--- src/bbox_pkg.sv ---
`default_nettype none

package bbox_pkg;

    // Fixed-point format of all screen coordinates
    localparam int COORD_W = 24; // Total bits, two's complement
    localparam int FRAC_W  = 10; // Fraction bits at the bottom

    // Signed coordinate, 14 integer bits over 10 fraction bits
    typedef logic signed [COORD_W-1:0] coord_t;

    // Log2 of samples per pixel side
    // 0 is 1x, 1 is 4x, 2 is 16x, 3 is 64x
    // Also the number of top fraction bits kept on flooring
    typedef logic [1:0] msaa_t;

    typedef struct packed {
        coord_t x;
        coord_t y;
    } point_t; // 48 bits

    typedef struct packed {
        point_t v0;
        point_t v1;
        point_t v2;
    } tri_t; // 144 bits

    typedef struct packed {
        point_t ll; // Lower left corner
        point_t ur; // Upper right corner
    } box_t; // 96 bits

    // Per-triangle configuration, sampled with its triangle
    typedef struct packed {
        point_t screen; // Width and height, same format as vertices
        msaa_t  msaa;
    } cfg_t; // 50 bits

endpackage

`default_nettype wire

--- src/bbox_extent.sv ---
`default_nettype none

module bbox_extent (
    input  bbox_pkg::tri_t tri_in,
    output bbox_pkg::box_t raw_box
);
    import bbox_pkg::*;

    // Signed minimum of three, lower index wins a tie
    function automatic coord_t min3(input coord_t a, input coord_t b, input coord_t c);
        coord_t m;
        m = (b < a) ? b : a; // Tie keeps a
        return (c < m) ? c : m;
    endfunction

    // Signed maximum of three, lower index wins a tie
    function automatic coord_t max3(input coord_t a, input coord_t b, input coord_t c);
        coord_t m;
        m = (b > a) ? b : a; // Tie keeps a
        return (c > m) ? c : m;
    endfunction

    // Lower left from the per-axis minimum
    assign raw_box.ll.x = min3(tri_in.v0.x, tri_in.v1.x, tri_in.v2.x);
    assign raw_box.ll.y = min3(tri_in.v0.y, tri_in.v1.y, tri_in.v2.y);

    // Upper right from the per-axis maximum
    assign raw_box.ur.x = max3(tri_in.v0.x, tri_in.v1.x, tri_in.v2.x);
    assign raw_box.ur.y = max3(tri_in.v0.y, tri_in.v1.y, tri_in.v2.y);

endmodule

`default_nettype wire

--- config.mk ---
export PLATFORM = sky130hd
export DESIGN_NAME = bbox_extent
export DESIGN_NICKNAME = d
export VERILOG_FILES = /design/src/bbox_pkg.sv /design/src/bbox_extent.sv
export SDC_FILE = /design/constraint.sdc
export NUM_CORES = 1
export LEC_CHECK = 0
export BUFFER_PORTS_ARGS = -buffer_cell sky130_fd_sc_hd__buf_2
export CAP_MARGIN = 20
export CELL_PAD_IN_SITES_DETAIL_PLACEMENT = 1
export CELL_PAD_IN_SITES_GLOBAL_PLACEMENT = 1
export CORE_UTILIZATION = 36
export DETAILED_ROUTE_END_ITERATION = 7
export PLACE_DENSITY_LB_ADDON = 0.2
export SETUP_SLACK_MARGIN = 0.5
export SYNTH_ARGS = -nofsm -noshare
export SYNTH_HDL_FRONTEND = slang
export SYNTH_SLANG_ARGS = --single-unit
--- constraint.sdc ---
create_clock -name vclk -period 10.2
set_input_delay 2.04 -clock vclk [all_inputs]
set_output_delay 2.04 -clock vclk [all_outputs]
set_load 0.005 [all_outputs]
; Yosys cells after proc, flatten, opt, wreduce, memory -nomap -nowiden
; Cells that the tools add are included.
[word_totals]
elab_cells = 16
inputBits = 144
out_inout_bits = 96
ff_bits = 0
[classes]
n_mux = 8
n_lt_le_gt_ge = 8
[op_table]
columns = operator, n
row1 = $mux 24, 8
row2 = $gt 24x24->1, 4
row3 = $lt 24x24->1, 4

; Longest topological paths before layout
[depth]
word_depth = 4
mapped_depth = 25
mapped_depth_nobuf = 20

; Least setup slack after synthesis
; OpenSTA, ideal clock, no wires.
[synth_timing]
path_type = input port to output port
start = input port tri_in[143] (netlist name)
end = output port raw_box[27] (netlist name)
required_time_ns = 8.160
t_arrival_ns = 6.499
path_buffers = 4
slack_ns = 1.661
stages = 24
path_cell_list = inv_1 ha_1 buf_2 nand4_2 nor3_1 a221oi_2 nand2_1 a211oi_2 xnor2_1 a21o_1 buf_2 buf_4 mux2i_1 ha_1 nor2b_1 o21a_1 o21a_1 o211ai_2 a21boi_1 o31a_2 or3_4 a211oi_4 buf_8 mux2i_1
[synth_lines]
columns = element, line_no
row1 = start: declaration, bbox_extent.sv:4  ; input bbox_pkg::tri_t tri_in,
row2 = end: declaration, bbox_extent.sv:5  ; output bbox_pkg::box_t raw_box

==> impl_results.md <==
- Distinct cells, synth: 61
- Final setup vio count: 0
- Final Hold Fails: 0
- Drt total wl: 21000 um
- Cells after synthesis: 761
- Critical path, cell by cell: buf_2, inv_1, ha_2, nand4_2, nor4_2, a211oi_4, xnor2_4, a21o_1, buf_4, mux2i_1, ha_1, nor2b_1, o21a_1, o21a_1, o211ai_2, a21boi_1, o31a_2, or3_4, a211oi_4, buf_4, mux2_4, buf_2
- Placed instance area: 7220 um2
- Remaining global-route overflow: 0
- Vias: 6449
- WP data arrival: 7360 ps
- CP required: between 8000 and 9000 ps
- Least-Margin Pin Slew: about 530 ps
- Syn nets: between 1000 and 1500
- Yosys top cell by area: ha_1
- Clock buffer cells: 0
- Start point of the critical path: tri_in[143]
- Commonest non-fill, non-tap cell in the layout: buf_2
- Max VDD drop: 44.5 uV
- Fmax: 106 MHz
- Num sequential: 0
- First-pass DRT Iterations: 5
- Hold_sp: tri_in[0]
- I/O Buffers: 240
- Mapped cell area: slightly below 6000 um2
- Crit path kind: input pin to output pin
- Synth top area share: 0.306
- DR WL/cell: approximately 17 um
- Dpl cells: roughly 1200
- Worst Setup Start Kind: input pin
- Nets: ~1300
- I/O Pins: between 200 and 250
- Hpwl dp: 18900 um
- Leak: roughly 4.3 nW
- Antenna viol nets, final: 0
- Die area: around 17000 um2
- Initial Util: 0.367
- CP max-delay cell: nor4_2
- Post-route insts no fill: around 1200
- Worst min path class: input pin to output pin
- Pin count of the biggest net entering global routing: 46
- Initial DRC count: 204
- Reg area: 0 um2
- Core Area: 15800 um2
- Share of post-route cells with drive strength above 1: 0.285
- P per Cell Area: roughly 110 nW/um2
- Antenna violations before repair: 2
- Worst hold path depth: 3
- Crit path largest cell delay: around 500 ps
- Part of the cycle the worst path needs: 0.922
- Final Max Tran Viols: 0
- CP max FO: 16
- Hold endpoint: raw_box[0]
- Tmin final: about 9400 ps
- First-pass GRT wire length: between 30000 and 40000 um
- Gpl congestion: 0.887
- Die height: 129 um
- Vias in the first global route: 6554
- Die width: approximately 130 um
- Syn-to-layout area delta: 24.8%
- RSZ-0062 raised after global routing: false
- Most frequent cells in the layout: buf_2, mux2i_1, ha_1, inv_1, a21oi_1
- Post-DR vias/cell: 5.36
- Layout fillers: approximately 2100
- Setup repair bufs after CTS: 0
- Relative slew slack: 0.644
- Status: finished, final reports clean
- CP endpoint kind: output pin
- Syn. warnings: 0
- Detailed-route DRC error count: 0
- Sequential fraction of the synthesis area: 0
- Multi-input gate area: around 5300 um2
- Design area: about 7300 um2
- MaxCap Viol Count: 0
- Average size of a mapped cell: 7.64 um2
- Synth area leaders: ha_1, mux2i_1, a21oi_1
- Post-route setup TNS: 0 ps
- Gr usage total: 0.245
- FP Rows: 46
==> per-layer routing <==
| layer | track usage | wire, um |
|---|---|---|
| met5 | 0 | 13 |
| met4 | 0.0381 | 378 |
| met3 | 0.0103 | 783 |
| met2 | 0.490 | 10900 |
| met1 | 0.291 | 9000 |
==> critical path, delay by kind of cell <==
kind / cells / cell delay [ps]
AOI/OAI and AO/OA: 8 / 1460
xor gates and xnor gates: 1 / 380
adders and majority gates: 2 / 770
buffers and inverters: 5 / 900
muxes: 2 / 620
and+or+nand+nor: 4 / 1180
==> cells by family after synthesis <==
| kind of cell | synth area share |
|---|---|
| xor+xnor | 0.00431 |
| buf+inv | 0.100 |
| fa+ha+maj | 0.306 |
| simple gates | 0.142 |
| compound gates | 0.192 |
| mux | 0.255 |
==> synth_stat cells, types with 3 or more instances <==
master      n
nor4_1      3
buf_4       4
ha_1      142
nand3_1    17
o21a_1      3
clkbuf_1    5
buf_2       6
a21o_1     32
buf_6       7
o21ai_1     7
buf_1       4
nand2b_1    4
nor2_1     61
a22oi_1     3
a31oi_1     3
o211ai_1    3
mux2i_1   142
nand4_1    22
nand2_1    27
nor3_1      6
inv_1     101
o21ai_0    15
a211oi_1    4
a21oi_1    85
nor2b_1     7
==> how the worst max path moves through the flow <==
stage,cells past startpoint,endpoint
floorplan,24,raw_box[27]
CTS,22,raw_box[24]
detailed placement,22,raw_box[24]
global placement,19,raw_box[89]
global route,22,raw_box[24]
finish,22,raw_box[24]
==> where the power goes <==
part | switching (mW) | internal (mW) | total, mW
Sequential | 0 | 0 | 0
Combinational | 0.443 | 0.369 | 0.812
Clock | 0 | 0.0000000131 | 0.0000000131
==> what timing repair did <==
item | in CTS | in global routing
resized for setup | 1 | 4
hold buffers | 0 | 0
pin swaps | 0 | 0
setup endpoints to repair | 7 | 43
endpoints found under the hold margin | 0 | 0
==> layout make-up <==
class / count / area share
repair buffers: 253 / 0.181
diodes: 1 / 0.000345
well taps: 216 / 0.0373
inverters: 101 / 0.0523
multi-input cells: 632 / 0.729
==> per-stage QoR <==
| step | utilization | hold slack, ps | setup slack, ps | total power [mW] |
|---|---|---|---|---|
| floorplan | - | 4190 | 1660 | 0.535 |
| global placement | 0.456 | 4430 | 579 | 0.799 |
| detailed placement | 0.456 | 4430 | 494 | 0.813 |
| CTS | 0.457 | 4430 | 540 | 0.819 |
| global route | 0.458 | 4450 | 510 | 0.894 |
| finish | 0.458 | 4420 | 799 | 0.812 |
Note: power is estimated with default switching activity, not from simulation.
