==> src/bbox_pkg.sv <==
`default_nettype none

package bbox_pkg;

    // Fixed-point format of all screen coordinates
    localparam int COORD_W = 24; // Total bits, two's complement
    localparam int FRAC_W  = 10; // Fraction bits at the bottom

    // Signed coordinate, 14 integer bits over 10 fraction bits
    typedef logic signed [COORD_W-1:0] coord_t;

    // Log2 of samples per pixel side
    // 0 is 1x, 1 is 4x, 2 is 16x, 3 is 64x
    // Also the number of top fraction bits kept on flooring
    typedef logic [1:0] msaa_t;

    typedef struct packed {
        coord_t x;
        coord_t y;
    } point_t; // 48 bits

    typedef struct packed {
        point_t v0;
        point_t v1;
        point_t v2;
    } tri_t; // 144 bits

    typedef struct packed {
        point_t ll; // Lower left corner
        point_t ur; // Upper right corner
    } box_t; // 96 bits

    // Per-triangle configuration, sampled with its triangle
    typedef struct packed {
        point_t screen; // Width and height, same format as vertices
        msaa_t  msaa;
    } cfg_t; // 50 bits

endpackage

`default_nettype wire

==> src/bbox_snap_clip.sv <==
`default_nettype none

module bbox_snap_clip (
    input  bbox_pkg::box_t raw_box,
    input  bbox_pkg::cfg_t cfg,
    input  logic           back_face,
    input  logic           tri_valid,
    output bbox_pkg::box_t clip_box,
    output logic           keep
);
    import bbox_pkg::*;

    localparam int INT_W = COORD_W - FRAC_W; // Integer bits, always kept

    logic [FRAC_W-1:0] frac_mask; // Surviving fraction bits
    coord_t            grid_mask; // Whole-coordinate floor mask
    box_t              snap_box;  // Box floored to the sample grid
    logic              ll_on_screen;
    logic              ur_on_screen;

    // Top msaa fraction bits set, e.g. code 2 gives 11_0000_0000
    assign frac_mask = ~({FRAC_W{1'b1}} >> cfg.msaa);
    assign grid_mask = {{INT_W{1'b1}}, frac_mask};

    // Floor by masking, which rounds toward minus infinity
    assign snap_box.ll.x = raw_box.ll.x & grid_mask;
    assign snap_box.ll.y = raw_box.ll.y & grid_mask;
    assign snap_box.ur.x = raw_box.ur.x & grid_mask;
    assign snap_box.ur.y = raw_box.ur.y & grid_mask;

    // Lower left clamps to the origin, tested on the raw value
    assign clip_box.ll.x = (raw_box.ll.x < 0) ? '0 : snap_box.ll.x;
    assign clip_box.ll.y = (raw_box.ll.y < 0) ? '0 : snap_box.ll.y;

    // Upper right clamps to the screen edge
    assign clip_box.ur.x = (raw_box.ur.x > cfg.screen.x) ? cfg.screen.x : snap_box.ur.x;
    assign clip_box.ur.y = (raw_box.ur.y > cfg.screen.y) ? cfg.screen.y : snap_box.ur.y;

    // Box must start inside the screen
    assign ll_on_screen = (clip_box.ll.x < cfg.screen.x) && (clip_box.ll.y < cfg.screen.y);

    // and end right of and above the origin
    assign ur_on_screen = (clip_box.ur.x > 0) && (clip_box.ur.y > 0);

    // Drop invalid, back-facing and off-screen triangles
    assign keep = tri_valid && !back_face && ll_on_screen && ur_on_screen;

endmodule

`default_nettype wire

==> config.mk <==
export PLATFORM = sky130hd
export DESIGN_NAME = bbox_snap_clip
export DESIGN_NICKNAME = d
export VERILOG_FILES = /design/src/bbox_pkg.sv /design/src/bbox_snap_clip.sv
export SDC_FILE = /design/constraint.sdc
export NUM_CORES = 1
export LEC_CHECK = 0
export ABC_AREA = 1
export BUFFER_PORTS_ARGS = -buffer_cell sky130_fd_sc_hd__buf_2
export CORE_AREA = 2 2 96 98
export DETAILED_ROUTE_END_ITERATION = 6
export DIE_AREA = 0 0 98 100
export PLACE_DENSITY_LB_ADDON = 0.2
export SYNTH_ARGS = -nofsm -noshare
export SYNTH_HDL_FRONTEND = slang
export SYNTH_SLANG_ARGS = --single-unit
==> constraint.sdc <==
create_clock -name vclk -period 3.9
set_input_delay 0.78 -clock vclk [all_inputs]
set_output_delay 0.78 -clock vclk [all_outputs]
set_load 0.01 [all_outputs]
# After elaboration in Yosys (flattened, before gate mapping)
# Index checks and enable logic that the tools add are counted.
[word_totals] register_bits=0 latch_bits=0 ramBits=0 romBits=0 inputBits=148 output_inout_bits=97 wordCells=24 n_memories=0
[classes] add_sub_neg=0 multipliers=0 div=0 magnitude_cmp=8 n_eq_ne=0 shifts=1 mux=4 n_bitwise=5 reduce_logical=6
[ops] op="$and 24x11->24" count=4
[ops] op="$mux 24" count=4
[ops] op="$gt 24x1->1 const B" count=2
[ops] op="$gt 24x24->1" count=2
[ops] op="$lt 24x1->1 const B" count=2
[ops] op="$lt 24x24->1" count=2
[ops] op="$not 10->10" count=1
[ops] op="$shr 10x2->10 const A" count=1
[ops] op="$logic_and 1x1->1" count=5
[ops] op="$logic_not 1->1" count=1

# Longest topological paths before layout
[logic_depth] ltp_word=8 mapped_depth=22

# Least setup slack after synthesis
# Ideal clock, no wire load.
[synth_timing] path_kind="input port to output port" startpoint="input port raw_box[71] in the netlist's numbering" endpoint="output port keep" arrival_ps=2761 required_ps=3120 path_slack_ps=359 stages=15 n_path_buf=2 cell_sequence="clkbuf_1 clkbuf_1 nor2_1 ha_1 a21oi_1 nor2_1 a211oi_1 o21ai_0 nand2_1 nand2_1 a31oi_1 nand4_1 nor2_1 nand2_1 nor2_1"
[synth_lines] item="from (decl)" line_no="bbox_snap_clip.sv:4" source="input bbox_pkg::box_t raw_box,"
[synth_lines] item="to (decl)" line_no="bbox_snap_clip.sv:9" source="output logic keep"

# Worst setup path in the final report
[layout_timing] startpoint="input port raw_box[13] in the netlist's numbering" endpoint="output port keep"
[layout_between] elab_chain_cells=5 word_cells_on_any_way=6
[layout_lines] item="$gt 24x24->1 or $and 24x11->24 (tied branches)" line_no="bbox_snap_clip.sv:37, bbox_snap_clip.sv:29"
[layout_lines] item="$mux 24 *" line_no="bbox_snap_clip.sv:37" source="assign clip_box.ur.y = (raw_box.ur.y > cfg.screen.y) ? cfg.screen.y : snap_box.ur.y;"
[layout_lines] item="$gt 24x1->1 *" line_no="bbox_snap_clip.sv:43" source="assign ur_on_screen = (clip_box.ur.x > 0) && (clip_box.ur.y > 0);"
[layout_lines] item="$logic_and 1x1->1 *" line_no="bbox_snap_clip.sv:43"
[layout_lines] item="$logic_and 1x1->1 *" line_no="bbox_snap_clip.sv:46" source="assign keep = tri_valid && !back_face && ll_on_screen && ur_on_screen;"
# Every way passes the cells marked *; elsewhere a longest branch is shown, timed or not.

==> impl_results.md <==
- Status: completed
- I/O Pins: 245
- Final instance area: 0.00508 mm²
- Peak fanout along the critical path: 5
- Crit Path Class: in2out
- Core Region: 0.00889 mm²
- GPL Wtd Cong: 0.907
- Worst path required time: 3.12 ns
- DR WL/cell: 12.6 µm
- First-pass GRT wire length: 17100 µm
- Rows: 35
- Number of buffers and inverters on the critical path: 3
- Router iterations before antenna repair: 4
- Remaining global-route overflow: 0
- Max cap viols: 0
- Seq Cell Count: 0
- VDD IR-drop max: 0.0000884 V
- Starting Density: 36.9%
- Storage cell area: 0 µm²
- Initial antenna violation count: 0
- Iter 0 DRT Violations: 104
- Clock Buffer Count: 0
- Worst hold path endpoint: clip_box[86]
- Final worst path period need: 3.77 ns
- # setup viols final: 0
- Area after DPL: 0.00442 mm²
- Critical Path AT: 2.99 ns
- Setup tns final: 0 ns
- Hold WC Path Type: in2out
- Mapped Area: 0.00328 mm²
- Residual DRC count: 0
- Hold path start: raw_box[86]
- Vias in the first global route: 3936
- Count of pins over their slew limit: 0
- Final nets: 1047
- Vias: 4400
- Largest net degree at the start of global routing: 17
- Unique masters post-synth: 31
- Chip width: 98 µm
- Critical Path Slowest Stage Cell: ha_4
- DP Wirelength: 9770 µm
- Most frequent cells in the layout: buf_2, nand2_1, inv_1, nor2_1, ha_1
- Worst Setup End Kind: output port
- Register area share after synthesis: 0%
- Chip Height: 100 µm
- Crit-path leading delay family: simple AND/OR/NAND/NOR gates
- Vias/cell: 4.74
- Detailed Route WL: 11700 µm
- Max Fclk: 266 MHz
- Final period utilization: 96.5%
- YS warnings: 0
- PD cells: 152 mW/mm²
- Final std cells w/o fill: 929
- Placed Cells: 913
- Layout area overhead: 54.6%
- Final hold vios: 0
- Total track usage: 20.5%
- Most common cell after layout, fill and taps aside: buf_2
- Share of post-route cells with drive strength above 1: 41.2%
- Port Buffers: 215
- Most frequent CP cell: nand2_2
- Slowest stage delay, CP: 0.28 ns
- Worst hold path depth: 4
- Startpoint types: input pin
- Gate Count Post-Synth: 591
- Die area: 0.00980 mm²
- P_leak: 3.13 nW
- Detail Route Antenna Nets: 0
- Critical path cell sequence: buf_4 > ha_4 > nand2_4 > nor2_4 > nand4_1 > nor2_4 > nand2_2 > nand4_1 > nand3_4 > buf_6 > nand2_2 > o21ai_2 > nor2_1 > nand2_1 > nor2_2 > nand3_2 > nand2_2 > nor2_2 > buf_2
- Synthesized area per cell: 5.56 µm²
==> Yosys cell counts, drive strengths merged <==
cell type / instances / area share (%)
a31oi: 4 / 0.76
o21ai: 16 / 2.7
nand2: 152 / 18
a211oi: 4 / 0.91
a21oi: 29 / 4.4
nor4: 1 / 0.19
conb: 1 / 0.11
o211ai: 1 / 0.23
o21bai: 2 / 0.46
ha: 80 / 30
nor3b: 2 / 0.46
buf: 23 / 5.6
clkbuf: 5 / 0.57
nand3b: 2 / 0.46
nor2: 87 / 10
inv: 122 / 14
nand4: 16 / 3.2
a21o: 1 / 0.23
o21a: 2 / 0.46
nor3: 5 / 0.76
nand3: 36 / 5.8
==> cell type report <==
cell class	instances	area, µm²
Antenna cell	1	2.50
Timing Repair Buffer	239	1360
Fill cell	912	3810
Inverter	122	460
Tap cell	111	139
Multi-Input combinational cell	456	3120
==> kinds of logic after synthesis <==
family	synth area share, %
AND/OR/NAND/NOR	39.1
buffers and inverters	20.2
adder cells (fa/ha/maj)	30.5
AO/OA/AOI/OAI	10.1
other	0.114
==> timing repair <==
action,in CTS,in global routing
hold buffers,0,0
setup buffers,0,11
pin swaps,0,47
setup endpoints to repair,1,1
gates cloned,0,4
resized for setup,1,111
==> power breakdown <==
group / internal (W) / switching (W)
clock network: 0.0000000000343 / 0
logic: 0.000338 / 0.000432
registers: 0 / 0
total: 0.000338 / 0.000432
==> metrics by stage <==
| stage | hold WS, ns | utilization (%) | power (W) | setup WS (ns) |
|---|---|---|---|---|
| 2_1_floorplan | 1.65 | - | 0.000402 | 0.359 |
| 3_5_place_dp | 1.87 | 49.7 | 0.000627 | -0.0187 |
| 6_report | 1.86 | 57.1 | 0.000770 | 0.135 |
| 3_3_place_gp | 1.86 | 49.7 | 0.000614 | 0.0381 |
| 5_1_grt | 1.87 | 57.1 | 0.000858 | -0.0252 |
| 4_1_cts | 1.87 | 49.7 | 0.000631 | 0.0109 |
==> worst min-delay path, cell delays in order <==
cell    delay (ns)
buf_2         0.09
inv_1         0.04
nor2_1        0.04
buf_2         0.13
==> worst max-delay path by stage <==
stage                startpoint   end  slack [ns]  cells after the start
floorplan           raw_box[71]  keep        0.36                     15
global placement        cfg[17]  keep        0.04                     19
detailed placement      cfg[17]  keep       -0.02                     20
CTS                     cfg[17]  keep        0.01                     20
global route            cfg[35]  keep       -0.03                     23
finish              raw_box[13]  keep        0.13                     19
==> routing by layer <==
metal | part of all wire [%] | global-route usage [%] | vias up
met5 | 0 | 0 | -
met3 | 6.3 | 2.16 | 11
met2 | 52 | 39.6 | 154
li1 | - | - | 2304
met1 | 41 | 24.9 | 1931
met4 | 0.96 | 2.88 | 0
Power figures use the tool's default switching activity.
