### src/bbox_pkg.sv
`default_nettype none

package bbox_pkg;

    // Fixed-point format of all screen coordinates
    localparam int COORD_W = 24; // Total bits, two's complement
    localparam int FRAC_W  = 10; // Fraction bits at the bottom

    // Signed coordinate, 14 integer bits over 10 fraction bits
    typedef logic signed [COORD_W-1:0] coord_t;

    // Log2 of samples per pixel side
    // 0 is 1x, 1 is 4x, 2 is 16x, 3 is 64x
    // Also the number of top fraction bits kept on flooring
    typedef logic [1:0] msaa_t;

    typedef struct packed {
        coord_t x;
        coord_t y;
    } point_t; // 48 bits

    typedef struct packed {
        point_t v0;
        point_t v1;
        point_t v2;
    } tri_t; // 144 bits

    typedef struct packed {
        point_t ll; // Lower left corner
        point_t ur; // Upper right corner
    } box_t; // 96 bits

    // Per-triangle configuration, sampled with its triangle
    typedef struct packed {
        point_t screen; // Width and height, same format as vertices
        msaa_t  msaa;
    } cfg_t; // 50 bits

endpackage

`default_nettype wire

### src/bbox_stage_pipe.sv
`default_nettype none

module bbox_stage_pipe #(
    parameter int PIPE_DEPTH = 3
) (
    input  logic           clk,
    input  logic           arst_n,
    input  logic           hold,    // Freezes every stage
    input  bbox_pkg::tri_t tri_d,
    input  bbox_pkg::box_t box_d,
    input  logic           valid_d,
    output bbox_pkg::tri_t tri_q,
    output bbox_pkg::box_t box_q,
    output logic           valid_q
);
    import bbox_pkg::*;

    tri_t tri_r   [PIPE_DEPTH]; // Index 0 is the capture stage
    box_t box_r   [PIPE_DEPTH];
    logic valid_r [PIPE_DEPTH];

    always_ff @(posedge clk or negedge arst_n) begin
        if (!arst_n) begin
            for (int i = 0; i < PIPE_DEPTH; i++) begin
                tri_r[i]   <= '0;
                box_r[i]   <= '0;
                valid_r[i] <= 1'b0;
            end
        end else if (!hold) begin // Advance one stage
            tri_r[0]   <= tri_d;
            box_r[0]   <= box_d;
            valid_r[0] <= valid_d;
            for (int i = 1; i < PIPE_DEPTH; i++) begin
                tri_r[i]   <= tri_r[i-1];
                box_r[i]   <= box_r[i-1];
                valid_r[i] <= valid_r[i-1];
            end
        end
    end

    // Last stage drives the outputs
    assign tri_q   = tri_r[PIPE_DEPTH-1];
    assign box_q   = box_r[PIPE_DEPTH-1];
    assign valid_q = valid_r[PIPE_DEPTH-1];

endmodule

`default_nettype wire

### config.mk
export PLATFORM = sky130hd
export DESIGN_NAME = bbox_stage_pipe
export DESIGN_NICKNAME = d
export VERILOG_FILES = /design/src/bbox_pkg.sv /design/src/bbox_stage_pipe.sv
export SDC_FILE = /design/constraint.sdc
export NUM_CORES = 1
export LEC_CHECK = 0
export ABC_AREA = 1
export BUFFER_PORTS_ARGS = -buffer_cell sky130_fd_sc_hd__buf_4
export CAP_MARGIN = 20
export CELL_PAD_IN_SITES_DETAIL_PLACEMENT = 0
export CELL_PAD_IN_SITES_GLOBAL_PLACEMENT = 1
export CORE_AREA = 8 8 280 282
export CTS_CLUSTER_DIAMETER = 50
export DETAILED_ROUTE_END_ITERATION = 10
export DIE_AREA = 0 0 288 290
export PLACE_DENSITY = 0.77
export SYNTH_ARGS = -nofsm -noshare
export SYNTH_HDL_FRONTEND = slang
export SYNTH_SLANG_ARGS = --single-unit
### constraint.sdc
create_clock -name clk -period 1.35 [get_ports clk]
set_input_delay 0.135 -clock clk [delete_from_list [all_inputs] [get_ports clk]]
set_output_delay 0.135 -clock clk [all_outputs]
set_load 0.01 [all_outputs]
; Word level (Yosys, flattened, before mapping)
; Cells that the tools add are included.
[totals]
ff_bits = 723
latchBits = 0
ram_bits = 0
rom_bits = 0
output_inout_bits = 241
word_cells = 33
mem_count = 0
[classes]
n_addsub = 0
multipliers = 0
div = 0
order_cmp = 0
n_eq_ne = 0
shift = 0
muxes = 0
bitwise_logic = 0
n_reduce_logical = 0

; Depth between registers and ports, before layout
; Gate-level depths: netlist of the first run.
[logic_depth]
word_depth = 0
ltp_mapped = 7
mapped_depth_nobuf = 3

; Worst setup path before layout of the first run
; OpenSTA, ideal clock, no wires.
[synth_path]
path_type = input to register
from = in hold
to = reg tri_r[356] (netlist name)
setup_time_ns = 0.116
arrival_time_ns = 0.811
setup_slack_ns = 0.423
stages = 6
path_buffers = 4
cell_sequence = buf_2 > buf_4 > buf_4 > buf_2 > nand2_1 > nand2_1
[synth_rtl]
columns = item, line_no
row1 = from (decl), bbox_stage_pipe.sv:8  ; input logic hold,
row2 = "to (signal, indexed assignment)", bbox_stage_pipe.sv:34  ; tri_r[i] <= tri_r[i-1];
row3 = to (decl), bbox_stage_pipe.sv:18  ; tri_t tri_r [PIPE_DEPTH];

; Final worst setup path of the first run
[layout_path]
from = reg tri_r, in the netlist tri_q[51]
to = out tri_q[51] (netlist name)
[layout_rtl]
columns = item, line_no
row1 = to (decl), bbox_stage_pipe.sv:12  ; output bbox_pkg::tri_t tri_q,
; No word-level cell between the ends.

==> impl_metrics.py, run 1 <==
metrics = {
    "logic_synthesis": {
        "syn_area_per_cell_sq_um": 8.85,
        "seq_area_frac_synth_pct": 62.0,
        "netlist_area_sq_mm": 0.0292,
        "synthFlopType": "dfrtp_1",
        "synth_common_cells": "nand2_1, dfrtp_1, buf_4, buf_2, buf_6",
        "synth_largest_area_cell": "dfrtp_1",
        "yosys_warnings": 0,
        "yosys.area.top_type_share_pct": 62.0,
        "ys_top_cells_by_area": "dfrtp_1, nand2_1, buf_4",
        "yosys.cell_types.count": 7,
        "synth-async-reset-ratio_pct": 100,
        "synth_seq_cells": 723,
        "synth_most_common_cell": "nand2_1",
        "synth_edf_count": 0,
        "syn_nets": 3538,
        "syn_inst": 3294,
    },
    "drt": {
        "avgRoutedWirePerCell_um": 15.6,
        "viasPerCell": 4.40,
        "dr.pass1.iters": 5,
        "vias": 21800,
        "drc": 0,
        "drt-total-wl_mm": 77.2,
        "ant_nets": 0,
        "drtIter0Drc": 1359,
    },
    "sta": {
        "final.min_clock_period_ps": 1340,
        "max_freq_mhz": 744,
        "max_slew_margin_pct": 59.8,
        "tightest_slew_ps": 604,
        "rsz0062_at_grt": "yes",
        "fin_crit_sh_pct": 99.5,
        "setup_viol": 0,
        "finalClockSkew_ps": 20.5,
        "finalHoldViolCount": 0,
        "slew_violations": 0,
    },
    "worst_setup_path": {
        "path_cells": "buf_6",
        "worstRegToRegCells": 3,
        "worstPathMaxFanout": 2,
        "slowest_stage": "dfrtp_1",
        "r2r_end": "box_r[240]",
        "timing.critical_path.buf_inv": 1,
        "crit_path_end_kind": "output pin",
        "cpPeakStageDelay_ps": 430,
        "r2r_start": "box_r[240]",
        "critical_path_class": "register to output pin",
        "crit_required_ps": 1220,
        "start_kind": "register",
        "reg2reg_slack_ps": 170,
        "crit_family": "flip-flops",
        "worstPathArrival_ps": 1210,
    },
    "clock_tree": {
        "numCtsBuffers": 91,
        "clk_pin_slew_worst_paths_ps": 60,
        "cts_root_buffer": "clkbuf_16",
        "htreeDepth": 3,
        "numClockSinks": 723,
        "cts_tree": "done",
        "clk_latency_ps": 620,
        "clockBufferDepth": 3,
    },
    "floorplanning": {
        "dieHeight_um": 290,
        "core_sq_mm": 0.0738,
        "die_x_um": 288,
        "io_pins": 485,
        "die_area_sq_mm": 0.0835,
        "start_util_pct": 39.5,
        "rows": 100,
    },
    "placed_design": {
        "placed_cell_area_sq_mm": 0.0324,
        "dp_hpwl_mm": 48.4,
        "globalplace.congestion": 0.764,
        "io_buffers": 484,
    },
    "finish": {
        "fin_util_pct": 53.5,
        "syn_to_final_growth_pct": 35.5,
        "seqCellArea_sq_mm": 0.0181,
        "multiInputGateArea_sq_mm": 0.00814,
        "nFillCells": 6689,
        "nNetsFinal": 4152,
        "fin_area_sq_mm": 0.0395,
        "drive_gt1_share_pct": 20.2,
    },
    "power": {
        "seqPwrFrac_pct": 43.8,
        "power_frac_clock_pct": 42.3,
        "p_per_area_mw_per_mm2": 1480,
        "p_comb_share_pct": 13.9,
        "max-vdd-ir-drop_v": 0.00105,
        "p_int_mw": 43.4,
        "swShare_pct": 25.7,
        "switching_power_mw": 15.0,
        "power_mw": 58.4,
        "p_leak_nw": 21.5,
    },
    "min_path": {
        "hold-path-cell-count": 4,
        "hold_class": "input pin to register",
        "hold_end": "tri_q[38]",
        "min_from": "hold",
    },
    "grt": {
        "grt_pass1_wl_mm": 122,
        "globalRouteTotalUtil_pct": 18.1,
        "grt_max_degree": 120,
        "antenna_found_initial": 11,
        "grt_pass1_vias": 21800,
        "grt.overflow.total": 0,
    },
    "run_status": {
        "status": "finished clean",
    },
    "flow_run": {
        "maxCapViolCount": 0,
    },
}
## registers in the layout, indices dropped and copies added (netlist names)
name / flops
box_q: 96
box_r: 192
tri_q: 144
tri_r: 288
valid_q: 1
valid_r: 2
## worst max-delay path by stage
stage	from	end	slack (ps)	cells after the start
2_1_floorplan	hold	tri_r[356]	420	6
5_1_grt	tri_q[44]	tri_q[44]	-50	1
6_report	tri_q[51]	tri_q[51]	6	1
4_1_cts	tri_q[51]	tri_q[51]	-50	1
3_3_place_gp	hold	box_r[219]	190	6
3_5_place_dp	hold	box_r[117]	170	5
## layout make-up
class,count,share of cell area [%]
antenna,7,0.0443
timing repair buffer,922,22.6
clock buffer,123,6.55
clock inverter,44,1.35
multi-input combinational,2169,20.6
inverter,1,0.0285
sequential,723,45.8
tap,969,3.07
## routing by layer
layer	up-vias	wire, um	global-route usage (%)
li1	10900	-	-
met1	10300	34000	24.1
met2	488	36100	28.6
met3	140	4760	4.71
met4	8	2300	6.04
met5	-	48	0
## layout by cell type (no fill, tap or decap)
cell type      instances
clkinv_8               2
buf_6                164
inv_8                  4
buf_4                429
clkinvlp_4             1
inv_6                  7
clkbuf_16             94
clkinv_2              15
buf_12                54
dfrtp_1              723
nand2_1             2169
clkbuf_8              15
diode_2                7
inv_16                 1
dlygate4sd3_1        272
clkinv_4               7
bufinv_16              8
buf_8                  2
clkbuf_1              15
## stage by stage
step	worst slack, ps	std cells	hold slack, ps	TNS (ps)
after floorplan	423	3294	-161	0
after global placement	185	4429	72.8	0
after detailed placement	173	4429	71.1	0
after CTS	-50.6	4892	8.92	-998
after global routing	-52.9	4954	18.1	-1600
final	6.27	4958	23.6	0
## power groups by stage
stage | Sequential (mW) | Combinational (mW) | Clock (mW)
after floorplan | 25.3 | 4.48 | 0
after global placement | 25.8 | 6.57 | 0
after detailed placement | 25.8 | 6.69 | 0
after CTS | 25.5 | 7.77 | 25.4
after global routing | 25.8 | 9.03 | 26.3
final | 25.6 | 8.10 | 24.7
## timing repair
item                       in CTS  in global routing
gates cloned                    0                  2
hold endpoints to repair      916                 18
gates resized for setup       101                 62
buffers inserted               24                 57
setup endpoints to repair     110                184
hold buffers                  272                  1
## logic make-up after synthesis
kind of cell | synth area share [%]
simple gates | 27.9
flops | 62.0
buf+inv | 10.1
No activity file was read; power rests on OpenSTA's default activity.
==> run 2, diff against run 1 <==
--- a/config.mk
+++ b/config.mk
@@ -14,6 +14,7 @@
 export CTS_CLUSTER_DIAMETER = 50
 export DETAILED_ROUTE_END_ITERATION = 10
 export DIE_AREA = 0 0 288 290
+export HOLD_SLACK_MARGIN = 0.03
 export PLACE_DENSITY = 0.77
 export SYNTH_ARGS = -nofsm -noshare
 export SYNTH_HDL_FRONTEND = slang
==> impl_metrics.py, run 2 (same netlist as run 1, synthesis figures left out) <==
metrics = {
    "run_status": {
        "status": "finished clean",
    },
    "power": {
        "p_leak_nw": 21.6,
        "p_int_mw": 43.4,
        "p_per_area_mw_per_mm2": 1470,
        "swShare_pct": 25.6,
        "seqPwrFrac_pct": 43.8,
        "switching_power_mw": 15.0,
        "max-vdd-ir-drop_v": 0.00105,
        "power_frac_clock_pct": 42.3,
        "p_comb_share_pct": 13.9,
    },
    "floorplanning": {
        "die_area_sq_mm": 0.0835,
        "io_pins": 485,
        "core_sq_mm": 0.0738,
        "start_util_pct": 39.5,
        "rows": 100,
        "dieHeight_um": 290,
        "die_x_um": 288,
    },
    "min_path": {
        "hold_class": "input pin to register",
        "min_from": "hold",
        "hold_end": "tri_q[85]",
        "hold-path-cell-count": 5,
    },
    "clock_tree": {
        "numCtsBuffers": 91,
        "numClockSinks": 723,
        "htreeDepth": 3,
        "clockBufferDepth": 3,
        "clk_latency_ps": 620,
        "cts_tree": "done",
        "clk_pin_slew_worst_paths_ps": 60,
        "cts_root_buffer": "clkbuf_16",
    },
    "sta": {
        "max_freq_mhz": 744,
        "rsz0062_at_grt": "yes",
        "tightest_slew_ps": 655,
        "finalClockSkew_ps": 20.2,
        "final.min_clock_period_ps": 1340,
        "finalHoldViolCount": 0,
        "setup_viol": 0,
        "fin_crit_sh_pct": 99.5,
        "max_slew_margin_pct": 56.2,
        "slew_violations": 0,
        "setup_tns_ps": 0,
    },
    "placed_design": {
        "dp_hpwl_mm": 48.4,
        "io_buffers": 484,
        "globalplace.congestion": 0.764,
    },
    "finish": {
        "drive_gt1_share_pct": 20.1,
        "nNetsFinal": 4162,
        "fin_util_pct": 53.7,
        "final_cell_mix": "nand2_1, dfrtp_1, buf_4, dlygate4sd3_1, buf_6",
        "final_common_cell": "nand2_1",
        "syn_to_final_growth_pct": 35.9,
        "largest_register": "tri_r",
        "largest_reg_flops": 288,
    },
    "drt": {
        "viasPerCell": 4.40,
        "avgRoutedWirePerCell_um": 15.5,
        "vias": 21900,
        "ant_nets": 0,
        "drt-total-wl_mm": 76.9,
        "dr.pass1.iters": 5,
        "drc": 0,
        "drtIter0Drc": 1276,
    },
    "worst_setup_path": {
        "start_kind": "register",
        "path_cells": "buf_6",
        "timing.critical_path.buf_inv": 1,
        "critical_path_class": "register to output pin",
        "worstPathMaxFanout": 2,
        "startpoint": "tri_q[44]",
        "slowest_stage": "dfrtp_1",
        "worstPathArrival_ps": 1210,
        "crit_required_ps": 1220,
        "crit_path_end_kind": "output pin",
        "r2r_start": "box_r[240]",
        "cpPeakStageDelay_ps": 430,
        "worstRegToRegCells": 3,
        "crit_family": "flip-flops",
        "r2r_end": "box_r[240]",
        "reg2reg_slack_ps": 170,
    },
    "grt": {
        "grt_pass1_wl_mm": 122,
        "grt.overflow.total": 0,
        "globalRouteTotalUtil_pct": 18.2,
        "grt_max_degree": 120,
        "antenna_found_initial": 11,
        "grt_pass1_vias": 22000,
    },
    "flow_run": {
        "maxCapViolCount": 0,
    },
}
## run 2: cell types whose count changed in the layout (fill, tap and decap cells not counted), sizes merged
cell,delta
buf,-1
clkbuf,-1
dlygate4sd3,+12
## run 2: worst max-delay path by stage
stage | endpoint | slack, ps | cells after the start
after floorplan | tri_r[356] | 420 | 6
after global placement | box_r[219] | 190 | 6
after detailed placement | box_r[117] | 170 | 5
after CTS | tri_q[51] | -50 | 1
after global routing | tri_q[44] | -50 | 1
final | tri_q[44] | 6 | 1
## run 2: what timing repair did
| action | 4_1_cts | 5_1_grt |
|---|---|---|
| endpoints found under the hold margin | 999 | 0 |
| endpoints found under the setup margin | 110 | 173 |
| pin swaps | 0 | 0 |
| gates resized for setup | 101 | 63 |
| hold buffers | 286 | 0 |
| buffers inserted | 24 | 55 |
## run 2: through the flow
step                      total power [mW]  instance area, sq um  hold WS [ps]  setup WS (ps)  instances
after global routing                  61.2                 39600          49.5          -52.9       4964
after detailed placement              32.5                 32400          71.1            173       4429
final                                 58.4                 39600          67.5           6.32       4968
after CTS                             58.7                 39000          31.3          -50.6       4906
after floorplan                       29.8                 29200          -161            423       3294
after global placement                32.4                 32400          72.8            185       4429
## run 2: layout make-up
class	count	area, sq um
flip-flops and latches	723	18100
clock buffers	123	2590
multi-input cells	2169	8140
fillers	6687	34200
inverters	1	11.3
clock inverters	44	532
repair buffers	932	9050
diodes	7	17.5
well taps	969	1210
## run 2: power by group through the flow
stage / logic (mW) / clock network [mW] / registers, mW
floorplan: 4.48 / 0 / 25.3
global placement: 6.57 / 0 / 25.8
detailed placement: 6.69 / 0 / 25.8
CTS: 7.83 / 25.4 / 25.5
global route: 9.07 / 26.3 / 25.8
finish: 8.14 / 24.7 / 25.6
## run 2: routing by layer
metal	global-route usage [%]	part of all wire (%)	up-vias	wire length [um]
li1	-	-	10900	-
met1	24.1	44	10300	34000
met2	29.1	47	472	36200
met3	4.52	5.8	138	4500
met4	5.80	2.9	8	2200
met5	0	0.062	-	48
==> run 3, diff against run 2 <==
==> config.mk (replaced) <==
export PLATFORM = sky130hd
export DESIGN_NAME = bbox_stage_pipe
export DESIGN_NICKNAME = d
export VERILOG_FILES = /design/src/bbox_pkg.sv /design/src/bbox_stage_pipe.sv
export SDC_FILE = /design/constraint.sdc
export NUM_CORES = 1
export LEC_CHECK = 0
export BUFFER_PORTS_ARGS = -buffer_cell sky130_fd_sc_hd__buf_4
export CAP_MARGIN = 20
export CELL_PAD_IN_SITES_DETAIL_PLACEMENT = 0
export CELL_PAD_IN_SITES_GLOBAL_PLACEMENT = 1
export CORE_AREA = 8 8 249 251
export CTS_CLUSTER_DIAMETER = 50
export DETAILED_ROUTE_END_ITERATION = 10
export DIE_AREA = 0 0 257 259
export HOLD_SLACK_MARGIN = 0.03
export PLACE_DENSITY = 0.85
export SLEW_MARGIN = 10
export SYNTH_ARGS = -nofsm -noshare
export SYNTH_HDL_FRONTEND = slang
export SYNTH_SLANG_ARGS = --single-unit
==> impl_metrics.py, run 3 <==
metrics = {
    "worst_setup_path": {
        "start_kind": "register",
        "cpPeakStageDelay_ps": 430,
        "r2r_end": "box_q[17]",
        "worstRegToRegCells": 2,
        "reg2reg_slack_ps": 430,
        "timing.critical_path.buf_inv": 1,
        "r2r_start": "box_q[17]",
        "worstPathArrival_ps": 1180,
        "slowest_stage": "dfrtp_1",
        "path_cells": "buf_6",
        "crit_path_end_kind": "output pin",
        "crit_family": "flip-flops",
        "worstPathMaxFanout": 2,
        "crit_required_ps": 1220,
        "critical_path_class": "register to output pin",
    },
    "logic_synthesis": {
        "synth_edf_count": 0,
        "syn_nets": 2010,
        "syn_inst": 1766,
        "seq_area_frac_synth_pct": 63.2,
        "synth_seq_cells": 723,
        "synthFlopType": "dfrtp_1",
        "syn_area_per_cell_sq_um": 16.2,
        "yosys.cell_types.count": 5,
        "yosys.area.top_type_share_pct": 63.2,
        "yosys_warnings": 0,
        "ys_top_cells_by_area": "dfrtp_1, mux2_2, buf_4",
        "synth_largest_area_cell": "dfrtp_1",
        "synth-async-reset-ratio_pct": 100,
        "synth_common_cells": "dfrtp_1, mux2_2, buf_4, buf_2, buf_6",
        "netlist_area_sq_mm": 0.0286,
    },
    "sta": {
        "postLayoutSetupSlackWorst_ps": 38.4,
        "final.min_clock_period_ps": 1310,
        "slew_violations": 0,
        "setup_viol": 0,
        "finalClockSkew_ps": 18.7,
        "fin_crit_sh_pct": 97.2,
        "max_freq_mhz": 762,
        "max_slew_margin_pct": 71.5,
        "rsz0062_at_grt": "yes",
        "finalHoldViolCount": 0,
        "tightest_slew_ps": 427,
    },
    "grt": {
        "antenna_found_initial": 7,
        "grt_max_degree": 69,
        "grt_pass1_vias": 17600,
        "globalRouteTotalUtil_pct": 18.6,
        "grt.overflow.total": 0,
        "grt_pass1_wl_mm": 98.9,
    },
    "drt": {
        "wl_met1_mm": 24.3,
        "avgRoutedWirePerCell_um": 19.7,
        "ant_nets": 0,
        "drc": 0,
        "viasPerCell": 4.89,
        "vias": 15600,
        "wl_met2_mm": 32.2,
        "drt-total-wl_mm": 62.7,
        "drtIter0Drc": 656,
        "dr.pass1.iters": 4,
        "routed.top_layer": "met5",
        "met3_length_mm": 3.48,
    },
    "clock_tree": {
        "clk_latency_ps": 600,
        "cts_root_buffer": "clkbuf_16",
        "numClockSinks": 723,
        "clockBufferDepth": 3,
        "cts_tree": "done",
        "clk_pin_slew_worst_paths_ps": 60,
        "htreeDepth": 3,
        "numCtsBuffers": 77,
    },
    "flow_run": {
        "maxCapViolCount": 0,
    },
    "floorplanning": {
        "io_pins": 485,
        "die_x_um": 257,
        "core_sq_mm": 0.0582,
        "dieHeight_um": 259,
        "rows": 89,
        "start_util_pct": 49.1,
        "die_area_sq_mm": 0.0666,
    },
    "run_status": {
        "status": "finished clean",
    },
    "min_path": {
        "hold_end": "tri_r[365]",
        "hold-path-cell-count": 3,
        "min_from": "hold",
        "hold_class": "input pin to register",
    },
    "finish": {
        "largest_reg_flops": 288,
        "nFillCells": 4008,
        "final_cell_mix": "mux2_2, dfrtp_1, buf_4, dlygate4sd3_1, clkbuf_16",
        "largest_register": "tri_r",
        "fin_util_pct": 63.6,
        "nNetsFinal": 2592,
        "syn_to_final_growth_pct": 29.4,
        "drive_gt1_share_pct": 59.3,
        "stdcell_count": 3183,
    },
    "placed_design": {
        "dp_slack_ps": 73.7,
        "globalplace.congestion": 0.763,
        "dp_hpwl_mm": 44.3,
        "place_inst": 2797,
        "io_buffers": 484,
    },
    "power": {
        "max-vdd-ir-drop_v": 0.00126,
        "p_per_area_mw_per_mm2": 1540,
        "p_leak_nw": 16.6,
    },
}
==> run 3: changes by cell type in the layout (fill, tap and decap cells not counted), sizes merged, moves of 7 or more <==
cell         previous run  this run
buf                   648       580
nand2                2169         0
dlygate4sd3           284       243
mux2                    0       723
clkbuf                123       100
clkinv                 24        17
==> run 3: stage by stage <==
stage | TNS [ps] | area, sq um | total power [mW] | hold slack (ps)
floorplan | 0 | 28600 | 32.7 | -161
global placement | 0 | 31900 | 35.4 | 55.9
detailed placement | 0 | 31900 | 35.9 | 58.9
CTS | -17.8 | 37000 | 57.9 | 63.5
global route | -1.96 | 37000 | 59.7 | 92.5
finish | 0 | 37000 | 57.2 | 101
==> run 3: kinds of logic after synthesis <==
group | count (synthesis) | share of synthesized area, %
muxes | 723 | 28.5
buffers and inverters | 320 | 8.32
DFF | 723 | 63.2
==> run 3: worst max-delay path by stage <==
| stage | slack, ps | endpoint | start | cells after the start |
|---|---|---|---|---|
| floorplan | 330 | box_r[228] | hold | 4 |
| global placement | 100 | tri_q[66] | hold | 4 |
| detailed placement | 70 | tri_q[10] | hold | 4 |
| CTS | -10 | tri_q[101] | tri_q[101] | 1 |
| global route | -1 | tri_q[101] | tri_q[101] | 1 |
| finish | 40 | tri_q[101] | tri_q[101] | 1 |
==> run 3: timing repair <==
action,CTS,global route
setup buffers,1,1
setup endpoints to repair,9,144
hold buffers,243,0
endpoints found under the hold margin,964,0
gates resized for setup,8,4
==> run 3: metal layers <==
layer | vias up | track usage (%)
met2 | 399 | 32.2
met1 | 7966 | 21.6
li1 | 7058 | -
met3 | 133 | 4.83
met5 | - | 0
met4 | 2 | 8.75
==> run 3: cell type report <==
class	instances	area [sq um]	area share, %
Timing Repair Buffer	823	7240	19.6
Tap cell	773	967	2.61
Clock buffer	100	2120	5.74
Sequential cell	723	18100	48.9
Antenna cell	5	12.5	0.0338
Multi-Input combinational cell	723	8140	22.0
Clock inverter	36	447	1.21
==> run 3: where the power goes <==
group          internal, mW  total (mW)  switching, mW
combinational          5.62        9.35           3.73
sequential             24.9        26.7           1.82
clock                  12.6        21.1           8.50
total                  43.1        57.2           14.0
